<file path="src/include/pong_params.svh">
`ifndef PONG_PARAMS_SVH
`define PONG_PARAMS_SVH

// ==========================================================================
// screen geometry for the 160 by 120 frame buffer
// ==========================================================================

`define SCREEN_W 160
`define SCREEN_H 120

// border lines sit on the outermost pixels, the bottom edge stays open
`define TOP_LINE 0
`define LEFT_LINE 0
`define RIGHT_LINE 159

// ==========================================================================
// paddle and puck placement
// ==========================================================================

// the paddle covers PADDLE_W plus one columns starting at its left column
`define PADDLE_ROW 115
`define PADDLE_W 8
`define PADDLE_X_START 76
`define PADDLE_STEP 2

// faceoff points, the second column only matters in two-puck games
`define FACEOFF_X 80
`define FACEOFF_X_2 40
`define FACEOFF_Y 60

// idle cycles between frames, one eighth of a second at 50 MHz
`define FRAME_DELAY 6250000

`endif

</file>
<file path="src/pong_pkg.sv">
package pong_pkg;

        // column index, wide enough for 0 to 159
        typedef logic [7:0] coord_x_t;

        // row index, wide enough for 0 to 119
        typedef logic [6:0] coord_y_t;

        // 3-bit rgb as the frame-buffer adapter expects it, red in the msb
        typedef enum logic [2:0] {
                BLACK  = 3'b000,
                BLUE   = 3'b001,
                GREEN  = 3'b010,
                CYAN   = 3'b011,
                RED    = 3'b100,
                PURPLE = 3'b101,
                YELLOW = 3'b110,
                WHITE  = 3'b111
        } colour_t;

        // position and heading of one puck
        // a set direction bit means the puck moves toward smaller values
        typedef struct packed {
                coord_x_t x;
                coord_y_t y;
                logic     left;
                logic     up;
        } puck_t;

endpackage

</file>
<file path="src/game_sequencer.sv">
`timescale 1ns/1ps
`include "pong_params.svh"

module game_sequencer #(
        parameter int frame_delay = `FRAME_DELAY
) (
        input  logic               CLOCK_50,
        input  logic               KEY,
        input  logic               two_pucks,
        input  logic               rect_done,
        input  pong_pkg::coord_x_t paddle_x,
        input  pong_pkg::puck_t    puck0_state,
        input  pong_pkg::puck_t    puck1_state,
        input  logic               puck0_miss,
        input  logic               puck1_miss,
        output logic               rect_start,
        output pong_pkg::coord_x_t rect_x,
        output pong_pkg::coord_y_t rect_y,
        output pong_pkg::coord_x_t rect_w,
        output pong_pkg::coord_y_t rect_h,
        output pong_pkg::colour_t  rect_colour,
        output logic               paddle_restart,
        output logic               paddle_step,
        output logic               puck0_restart,
        output logic               puck0_step,
        output logic               puck1_restart,
        output logic               puck1_step
);

        // every state but init and idle owns exactly one rectangle
        typedef enum logic [3:0] {
                S_INIT, S_CLEAR, S_TOP, S_RIGHT, S_LEFT, S_IDLE,
                S_PAD_ERASE, S_PAD_DRAW, S_P0_ERASE, S_P0_DRAW,
                S_P1_ERASE, S_P1_DRAW
        } state_t;

        state_t      state;
        state_t      after_rect;
        logic        busy;
        logic        two_mode;
        logic        done_now;
        logic        miss_abort;
        logic [31:0] delay_cnt;

        // ==================================================================
        // strobes derived from the current phase
        // ==================================================================

        // busy is set while the walker owns the current rectangle
        assign done_now = busy && rect_done;

        // a puck that missed the paddle is not drawn, the game restarts
        assign miss_abort = (state == S_P0_DRAW && puck0_miss) ||
                            (state == S_P1_DRAW && puck1_miss);

        assign rect_start = (state != S_INIT) && (state != S_IDLE) && !busy && !miss_abort;

        // objects move on the last erase pixel so the draw sees the new spot
        assign paddle_step = (state == S_PAD_ERASE) && done_now;
        assign puck0_step  = (state == S_P0_ERASE) && done_now;
        assign puck1_step  = (state == S_P1_ERASE) && done_now;

        assign paddle_restart = (state == S_INIT);
        assign puck0_restart  = (state == S_INIT);
        assign puck1_restart  = (state == S_INIT);

        // phase that follows once the current rectangle is finished
        always_comb begin
                case (state)
                        S_CLEAR:     after_rect = S_TOP;
                        S_TOP:       after_rect = S_RIGHT;
                        S_RIGHT:     after_rect = S_LEFT;
                        S_PAD_ERASE: after_rect = S_PAD_DRAW;
                        S_PAD_DRAW:  after_rect = S_P0_ERASE;
                        S_P0_ERASE:  after_rect = S_P0_DRAW;
                        S_P0_DRAW:   after_rect = two_mode ? S_P1_ERASE : S_IDLE;
                        S_P1_ERASE:  after_rect = S_P1_DRAW;
                        default:     after_rect = S_IDLE;
                endcase
        end

        // ==================================================================
        // rectangle chosen for each phase
        // ==================================================================

        always_comb begin
                rect_x      = pong_pkg::coord_x_t'(`LEFT_LINE);
                rect_y      = pong_pkg::coord_y_t'(`TOP_LINE);
                rect_w      = 8'd1;
                rect_h      = 7'd1;
                rect_colour = pong_pkg::BLACK;
                case (state)
                        S_CLEAR: begin
                                rect_w = pong_pkg::coord_x_t'(`SCREEN_W);
                                rect_h = pong_pkg::coord_y_t'(`SCREEN_H);
                        end
                        S_TOP: begin
                                rect_w      = pong_pkg::coord_x_t'(`SCREEN_W);
                                rect_colour = pong_pkg::WHITE;
                        end
                        S_RIGHT, S_LEFT: begin
                                // both side columns run the full screen height
                                if (state == S_RIGHT)
                                        rect_x = pong_pkg::coord_x_t'(`RIGHT_LINE);
                                rect_h      = pong_pkg::coord_y_t'(`SCREEN_H);
                                rect_colour = pong_pkg::WHITE;
                        end
                        S_PAD_ERASE, S_PAD_DRAW: begin
                                rect_x = paddle_x;
                                rect_y = pong_pkg::coord_y_t'(`PADDLE_ROW);
                                rect_w = pong_pkg::coord_x_t'(`PADDLE_W + 1);
                                if (state == S_PAD_DRAW)
                                        rect_colour = pong_pkg::YELLOW;
                        end
                        S_P0_ERASE, S_P0_DRAW: begin
                                rect_x = puck0_state.x;
                                rect_y = puck0_state.y;
                                if (state == S_P0_DRAW)
                                        rect_colour = pong_pkg::PURPLE;
                        end
                        S_P1_ERASE, S_P1_DRAW: begin
                                rect_x = puck1_state.x;
                                rect_y = puck1_state.y;
                                if (state == S_P1_DRAW)
                                        rect_colour = pong_pkg::PURPLE;
                        end
                        default: begin
                        end
                endcase
        end

        // ==================================================================
        // phase register, frame delay and puck count
        // ==================================================================

        always_ff @(posedge CLOCK_50 or negedge KEY) begin
                if (!KEY) begin
                        state     <= S_INIT;
                        busy      <= 1'b0;
                        two_mode  <= 1'b0;
                        delay_cnt <= '0;
                end else begin
                        if (rect_start)
                                busy <= 1'b1;
                        else if (rect_done)
                                busy <= 1'b0;

                        // the counter only runs inside idle
                        if (state != S_IDLE)
                                delay_cnt <= '0;

                        case (state)
                                S_INIT: begin
                                        two_mode <= two_pucks;
                                        state    <= S_CLEAR;
                                end
                                S_IDLE: begin
                                        if (delay_cnt == 32'(frame_delay - 1)) begin
                                                delay_cnt <= '0;
                                                state     <= S_PAD_ERASE;
                                        end else begin
                                                delay_cnt <= delay_cnt + 32'd1;
                                        end
                                end
                                default: begin
                                        if (miss_abort)
                                                state <= S_INIT;
                                        else if (done_now)
                                                state <= after_rect;
                                end
                        endcase
                end
        end

endmodule

</file>
<file path="src/paddle_control.sv">
`timescale 1ns/1ps
`include "pong_params.svh"

module paddle_control (
        input  logic               CLOCK_50,
        input  logic               KEY,
        input  logic               paddle_restart,
        input  logic               paddle_step,
        input  logic               right_btn,
        input  logic               left_btn,
        output pong_pkg::coord_x_t paddle_x
);

        // movement stops two columns short of either limit
        localparam pong_pkg::coord_x_t right_limit =
                pong_pkg::coord_x_t'(`RIGHT_LINE - `PADDLE_W - 2);
        localparam pong_pkg::coord_x_t left_limit =
                pong_pkg::coord_x_t'(`LEFT_LINE + 2);
        localparam pong_pkg::coord_x_t step = pong_pkg::coord_x_t'(`PADDLE_STEP);

        always_ff @(posedge CLOCK_50 or negedge KEY) begin
                if (!KEY) begin
                        paddle_x <= pong_pkg::coord_x_t'(`PADDLE_X_START);
                end else if (paddle_restart) begin
                        paddle_x <= pong_pkg::coord_x_t'(`PADDLE_X_START);
                end else if (paddle_step) begin
                        // a held right button blocks the left one even at the limit
                        if (right_btn) begin
                                if (paddle_x <= right_limit)
                                        paddle_x <= paddle_x + step;
                        end else if (left_btn) begin
                                if (paddle_x >= left_limit)
                                        paddle_x <= paddle_x - step;
                        end
                end
        end

endmodule

</file>
<file path="src/pong_top.sv">
`timescale 1ns/1ps
`include "pong_params.svh"

module pong_top #(
        parameter int frame_delay = `FRAME_DELAY
) (
        input  logic               CLOCK_50,
        input  logic               KEY,
        input  logic               right_btn,
        input  logic               left_btn,
        input  logic               two_pucks,
        output logic               plot,
        output pong_pkg::coord_x_t draw_x,
        output pong_pkg::coord_y_t draw_y,
        output pong_pkg::colour_t  colour
);

        // rectangle command from the sequencer to the pixel walker
        logic               rect_start;
        logic               rect_done;
        pong_pkg::coord_x_t rect_x;
        pong_pkg::coord_y_t rect_y;
        pong_pkg::coord_x_t rect_w;
        pong_pkg::coord_y_t rect_h;
        pong_pkg::colour_t  rect_colour;

        // game objects and their update strobes
        logic               paddle_restart;
        logic               paddle_step;
        pong_pkg::coord_x_t paddle_x;
        logic               puck0_restart;
        logic               puck0_step;
        logic               puck0_miss;
        pong_pkg::puck_t    puck0_state;
        logic               puck1_restart;
        logic               puck1_step;
        logic               puck1_miss;
        pong_pkg::puck_t    puck1_state;

        game_sequencer #(.frame_delay(frame_delay)) sequencer (.*);

        rect_walker walker (.*);

        paddle_control paddle (.*);

        // the two pucks leave their faceoff points heading apart
        puck_motion #(.start_x(`FACEOFF_X), .start_left(1'b0)) puck0 (
                .CLOCK_50    (CLOCK_50),
                .KEY         (KEY),
                .puck_restart(puck0_restart),
                .puck_step   (puck0_step),
                .paddle_x    (paddle_x),
                .puck_state  (puck0_state),
                .miss        (puck0_miss)
        );

        puck_motion #(.start_x(`FACEOFF_X_2), .start_left(1'b1)) puck1 (
                .CLOCK_50    (CLOCK_50),
                .KEY         (KEY),
                .puck_restart(puck1_restart),
                .puck_step   (puck1_step),
                .paddle_x    (paddle_x),
                .puck_state  (puck1_state),
                .miss        (puck1_miss)
        );

endmodule

</file>
<file path="src/puck_motion.sv">
`timescale 1ns/1ps
`include "pong_params.svh"

module puck_motion #(
        parameter int   start_x    = `FACEOFF_X,
        parameter logic start_left = 1'b0
) (
        input  logic               CLOCK_50,
        input  logic               KEY,
        input  logic               puck_restart,
        input  logic               puck_step,
        input  pong_pkg::coord_x_t paddle_x,
        output pong_pkg::puck_t    puck_state,
        output logic               miss
);

        // faceoff point and heading, every puck starts toward the paddle
        localparam pong_pkg::puck_t faceoff = '{
                x:    pong_pkg::coord_x_t'(start_x),
                y:    pong_pkg::coord_y_t'(`FACEOFF_Y),
                left: start_left,
                up:   1'b0
        };

        pong_pkg::coord_x_t next_x;
        pong_pkg::coord_y_t next_y;
        logic               on_paddle_row;
        logic               over_paddle;

        // one pixel diagonally along the current heading
        assign next_x = puck_state.left ? puck_state.x - 8'd1 : puck_state.x + 8'd1;
        assign next_y = puck_state.up ? puck_state.y - 7'd1 : puck_state.y + 7'd1;

        assign on_paddle_row = (next_y == pong_pkg::coord_y_t'(`PADDLE_ROW - 1));
        assign over_paddle   = (next_x >= paddle_x) &&
                               (next_x <= paddle_x + pong_pkg::coord_x_t'(`PADDLE_W));

        always_ff @(posedge CLOCK_50 or negedge KEY) begin
                if (!KEY) begin
                        puck_state <= faceoff;
                        miss       <= 1'b0;
                end else if (puck_restart) begin
                        puck_state <= faceoff;
                        miss       <= 1'b0;
                end else if (puck_step) begin
                        puck_state.x <= next_x;
                        puck_state.y <= next_y;
                        miss         <= on_paddle_row && !over_paddle;

                        // bounces are judged at the position just reached
                        if (next_y == pong_pkg::coord_y_t'(`TOP_LINE + 1))
                                puck_state.up <= ~puck_state.up;
                        else if (on_paddle_row && over_paddle)
                                puck_state.up <= ~puck_state.up;

                        if (next_x == pong_pkg::coord_x_t'(`LEFT_LINE + 1) ||
                            next_x == pong_pkg::coord_x_t'(`RIGHT_LINE - 1))
                                puck_state.left <= ~puck_state.left;
                end
        end

endmodule

</file>
<file path="src/rect_walker.sv">
`timescale 1ns/1ps

module rect_walker (
        input  logic               CLOCK_50,
        input  logic               KEY,
        input  logic               rect_start,
        input  pong_pkg::coord_x_t rect_x,
        input  pong_pkg::coord_y_t rect_y,
        input  pong_pkg::coord_x_t rect_w,
        input  pong_pkg::coord_y_t rect_h,
        input  pong_pkg::colour_t  rect_colour,
        output logic               plot,
        output pong_pkg::coord_x_t draw_x,
        output pong_pkg::coord_y_t draw_y,
        output pong_pkg::colour_t  colour,
        output logic               rect_done
);

        // latched rectangle, kept as first column and last column and row
        pong_pkg::coord_x_t x_first;
        pong_pkg::coord_x_t x_last;
        pong_pkg::coord_y_t y_last;
        pong_pkg::coord_x_t cur_x;
        pong_pkg::coord_y_t cur_y;
        pong_pkg::colour_t  colour_q;
        logic               active;

        assign plot      = active;
        assign draw_x    = cur_x;
        assign draw_y    = cur_y;
        assign colour    = colour_q;
        assign rect_done = active && (cur_x == x_last) && (cur_y == y_last);

        always_ff @(posedge CLOCK_50 or negedge KEY) begin
                if (!KEY)
                        active <= 1'b0;
                else if (rect_start)
                        active <= 1'b1;
                else if (rect_done)
                        active <= 1'b0;
        end

        // row-major sweep, the column wraps to the latched left edge
        always_ff @(posedge CLOCK_50 or negedge KEY) begin
                if (!KEY) begin
                        x_first  <= '0;
                        x_last   <= '0;
                        y_last   <= '0;
                        cur_x    <= '0;
                        cur_y    <= '0;
                        colour_q <= pong_pkg::BLACK;
                end else if (rect_start) begin
                        x_first  <= rect_x;
                        x_last   <= rect_x + rect_w - 8'd1;
                        y_last   <= rect_y + rect_h - 7'd1;
                        cur_x    <= rect_x;
                        cur_y    <= rect_y;
                        colour_q <= rect_colour;
                end else if (active && !rect_done) begin
                        if (cur_x == x_last) begin
                                cur_x <= x_first;
                                cur_y <= cur_y + 7'd1;
                        end else begin
                                cur_x <= cur_x + 8'd1;
                        end
                end
        end

endmodule

</file>
<file path="config.mk">
export PLATFORM = sky130hd
export DESIGN_NAME = pong_top
export DESIGN_NICKNAME = d
export VERILOG_FILES = /design/src/pong_pkg.sv /design/src/game_sequencer.sv /design/src/paddle_control.sv /design/src/pong_top.sv /design/src/puck_motion.sv /design/src/rect_walker.sv
export VERILOG_INCLUDE_DIRS = /design/src /design/src/include
export SDC_FILE = /design/constraint.sdc
export NUM_CORES = 1
export LEC_CHECK = 0
export BUFFER_PORTS_ARGS = -buffer_cell sky130_fd_sc_hd__buf_2
export CAP_MARGIN = 10
export CORE_MARGIN = 2
export CORE_UTILIZATION = 30
export DETAILED_ROUTE_END_ITERATION = 12
export HOLD_SLACK_MARGIN = 0.08
export PLACE_DENSITY = 0.41
export SLEW_MARGIN = 20
export SYNTH_ARGS = -nofsm -noshare
export SYNTH_HDL_FRONTEND = slang
export SYNTH_HIERARCHICAL = 1
export SYNTH_SLANG_ARGS = --single-unit
export TNS_END_PERCENT = 20
</file>
<file path="constraint.sdc">
create_clock -name CLOCK_50 -period 4.26 [get_ports CLOCK_50]
set_input_delay 0 -clock CLOCK_50 [delete_from_list [all_inputs] [get_ports CLOCK_50]]
set_output_delay 0 -clock CLOCK_50 [all_outputs]
set_load 0.02 [all_outputs]
</file>
==> metrics.md <==
| Metric | Value |
|---|---|
| Post-synth EDFFs | 0 |
| Static Leakage | 4.72 nW |
| M1 GR Usage | 22.5% |
| Slew Viols, Final | 0 |
| Max-cap viol count | 0 |
| Headroom to the max-slew limit | 29.2% |
| Initial antenna violation count | 0 |
| CTS H-Tree Depth | 4 |
| Clk_lat worst skew | 0.43 ns |
| Syn avg cell area | 8.84 um^2 |
| Final core area utilization | 34.0% |
| Count leader, synth | dfrtp_1 |
| Delay-heaviest family, CP | compound AO/OA/AOI/OAI gates |
| Crit path time final | 3.75 ns |
| Diode count | 0 |
| Initial DRC Count | 422 |
| Hold WC Path Type | in -> async |
| Die ar. | 34600 um^2 |
| Setup slack, reg-to-reg | 0.51 ns |
| Rows | 66 |
| Crit start category | flip-flop |
| Req. time, crit path | 4.57 ns |
| Hold Vio Cnt, Final | 0 |
| Share of layout cells above drive strength 1 | 12.9% |
| Cell Pwr Density | 439 nW/um^2 |
| First-pass GRT wire length | 43100 um |
| Worst Setup End Kind | flip-flop |
| Met3 usage in global routing | 2.25% |
| Mapped Cells | 1125 |
| Number of antenna-violating nets in the routed design | 0 |
| Unrepaired setup endpoints after global routing | false |
| Worst-Margin Slew | 1.05 ns |
| DR vias | 7916 |
| Status | finished, final reports clean |
| Met2 Usage GRT | 25.4% |
| DR pass1 iterations | 4 |
| Wirelength per Cell | 16.4 um |
| Placed Cells | 1555 |
| Yosys warnings | 6 |
| Clk sinks | 123 |
| Area leader, netlist | dfrtp_1 |
| R2R depth | 13 |
| Worst r2r dst | puck0/puck_state[0] |
| Root Driver | clkbuf_16 |
| Main synth FF type | dfrtp_1 |
| Setup violations, final | 0 |
| CTS Buffer Depth | 2 |
| Unique masters post-synth | 97 |
| Via/cell ratio | 4.98 |
| CTS tree | yes |
| Clk slew on worst S/H paths | 0.06 ns |
| Setup TNS | 0 ns |
| CP bufs+invs | 0 |
| Register area share after synthesis | 31.2% |
| Data arrival time of the worst path | 4.06 ns |
| Synth-to-Final Area Change | 11.6% |
| Critical path, cell by cell | ha_1 > a211oi_2 > o21bai_1 > a2111oi_2 > or3_4 > xnor2_1 > ha_1 > nand4_1 > a21oi_1 > a2111oi_0 > a2bb2oi_1 > a32oi_1 > mux2_2 |
| Final Routed Wirelength | 26100 um |
| R2R Path Start | puck0/puck_state[1] |
| Synthesized area | 9940 um^2 |
| Worst ir drop on vdd | 287 uV |
| Yosys top cell area share | 26.9% |
| Global routing's busiest layer | met2 |
| Synth area leaders | dfrtp_1, ha_1, xnor2_1, dfstp_2, inv_1 |
| DP HPWL | 18800 um |
| Critical path's slowest cell | dfrtp_1 |
| Initial Util | 30.5% |
| Nets | 1233 |
| Die width | 186 um |
| Drc violations | 0 |
| Tcrit/Tclk final | 88.0% |
| Fmax | 267 MHz |
| CTS-repair resized insts | 0 |
| Grt ovf | 0 |
| PortBufs | 23 |
| Top cells by count, synth | dfrtp_1, inv_1, nor2_1 |
| Core area | 32600 um^2 |
| CP Class | reg -> reg |
| Clk_skew | 0.0120 ns |
| Placer congestion estimate | 0.767 |
| Height of the chip | 186 um |
| Total track usage | 15.9% |
| WP depth | 13 |
| Flip-flop and latch count after synthesis | 123 |
| Critical Path Max Stage Delay | 0.60 ns |
| Number of global-route vias before repair | 7902 |
| Pin count of the biggest net entering global routing | 89 |
| FFs w/ async S/R, synth | 100% |
| CP max FO | 10 |
| Final Non-Filler Cells | 1590 |
| # IOs | 24 |
| Clock buffer count from CTS | 17 |
| Crit path top cell by count | ha_1 |
[logic make-up after synthesis]
family,Yosys count,synth area share (%)
simple gates,371,19.8
xor+xnor,88,7.98
compound gates,239,16.9
buf+inv,167,7.45
other cells,2,0.0755
mux,42,4.52
fa+ha+maj,93,12.2
flops,123,31.2
[cell usage in the layout (no fill, tap or decap), types with 16 or more instances in the layout]
cell type	count
o21ai_0	36
clkbuf_16	17
nor2b_1	19
mux2i_1	25
dfstp_2	16
ha_1	87
a21oi_1	65
nand2_1	71
nand3_1	27
buf_2	22
xnor2_1	58
dfrtp_1	107
buf_4	21
xor2_1	27
nand4_1	26
inv_1	103
nor3_1	25
nor2_1	95
[timing repair]
action	4_1_cts	5_1_grt
hold endpoints to repair	84	0
buffers inserted	0	0
hold buffers	3	0
[sequential cells by signal (all words and copies together) (netlist names), 3 cells and up]
name                 flops
sequencer/delay_cnt     32
puck0/puck_state        17
puck1/puck_state        17
walker/draw_x            8
walker/x_first           8
walker/x_last            8
paddle/paddle_x          7
walker/draw_y            7
walker/y_last            7
sequencer/state          4
walker/colour            3
[final cells by class]
type	count	area (um^2)
multi-input combinational	840	6140
clock inverter	11	118
fill	3428	21500
sequential	123	3100
timing repair buffer	47	309
tap	442	553
clock buffer	21	480
inverter	106	398
[where the power goes]
| part | total [mW] | leakage [nW] | internal (mW) | switching [mW] |
|---|---|---|---|---|
| registers | 1.35 | 1.58 | 1.24 | 0.110 |
| logic | 2.03 | 2.86 | 0.825 | 1.21 |
| clock network | 1.49 | 0.283 | 0.918 | 0.570 |
| total | 4.87 | 4.72 | 2.99 | 1.89 |
[worst max-delay path by stage]
| stage | end | startpoint | slack (ns) |
|---|---|---|---|
| 4_1_cts | puck0/puck_state[1] | walker/draw_y[2] | 0.49 |
| 3_5_place_dp | puck0/puck_state[1] | walker/draw_y[2] | 0.51 |
| 6_report | puck0/puck_state[0] | puck0/puck_state[1] | 0.51 |
| 5_1_grt | puck0/puck_state[0] | puck0/puck_state[1] | 0.20 |
| 2_1_floorplan | puck0/puck_state[1] | walker/draw_y[2] | 0.30 |
| 3_3_place_gp | puck0/puck_state[1] | walker/draw_y[2] | 0.53 |
[metal layers]
| metal | wire length, um | vias to the layer above |
|---|---|---|
| met5 | 0 | - |
| met4 | 321 | 0 |
| met3 | 539 | 19 |
| met2 | 11900 | 70 |
| met1 | 13400 | 3820 |
| li1 | - | 4007 |
[through the flow]
step	total power [mW]	setup slack (ns)	area [um^2]	hold slack, ns
after floorplan	2.93	0.301	9960	-0.296
after global placement	3.42	0.533	10500	0.151
after detailed placement	3.41	0.513	10500	0.154
after CTS	4.95	0.487	11100	0.205
after global routing	5.28	0.200	11100	0.292
final	4.87	0.510	11100	0.226
No activity file was read; power rests on OpenSTA's default activity.
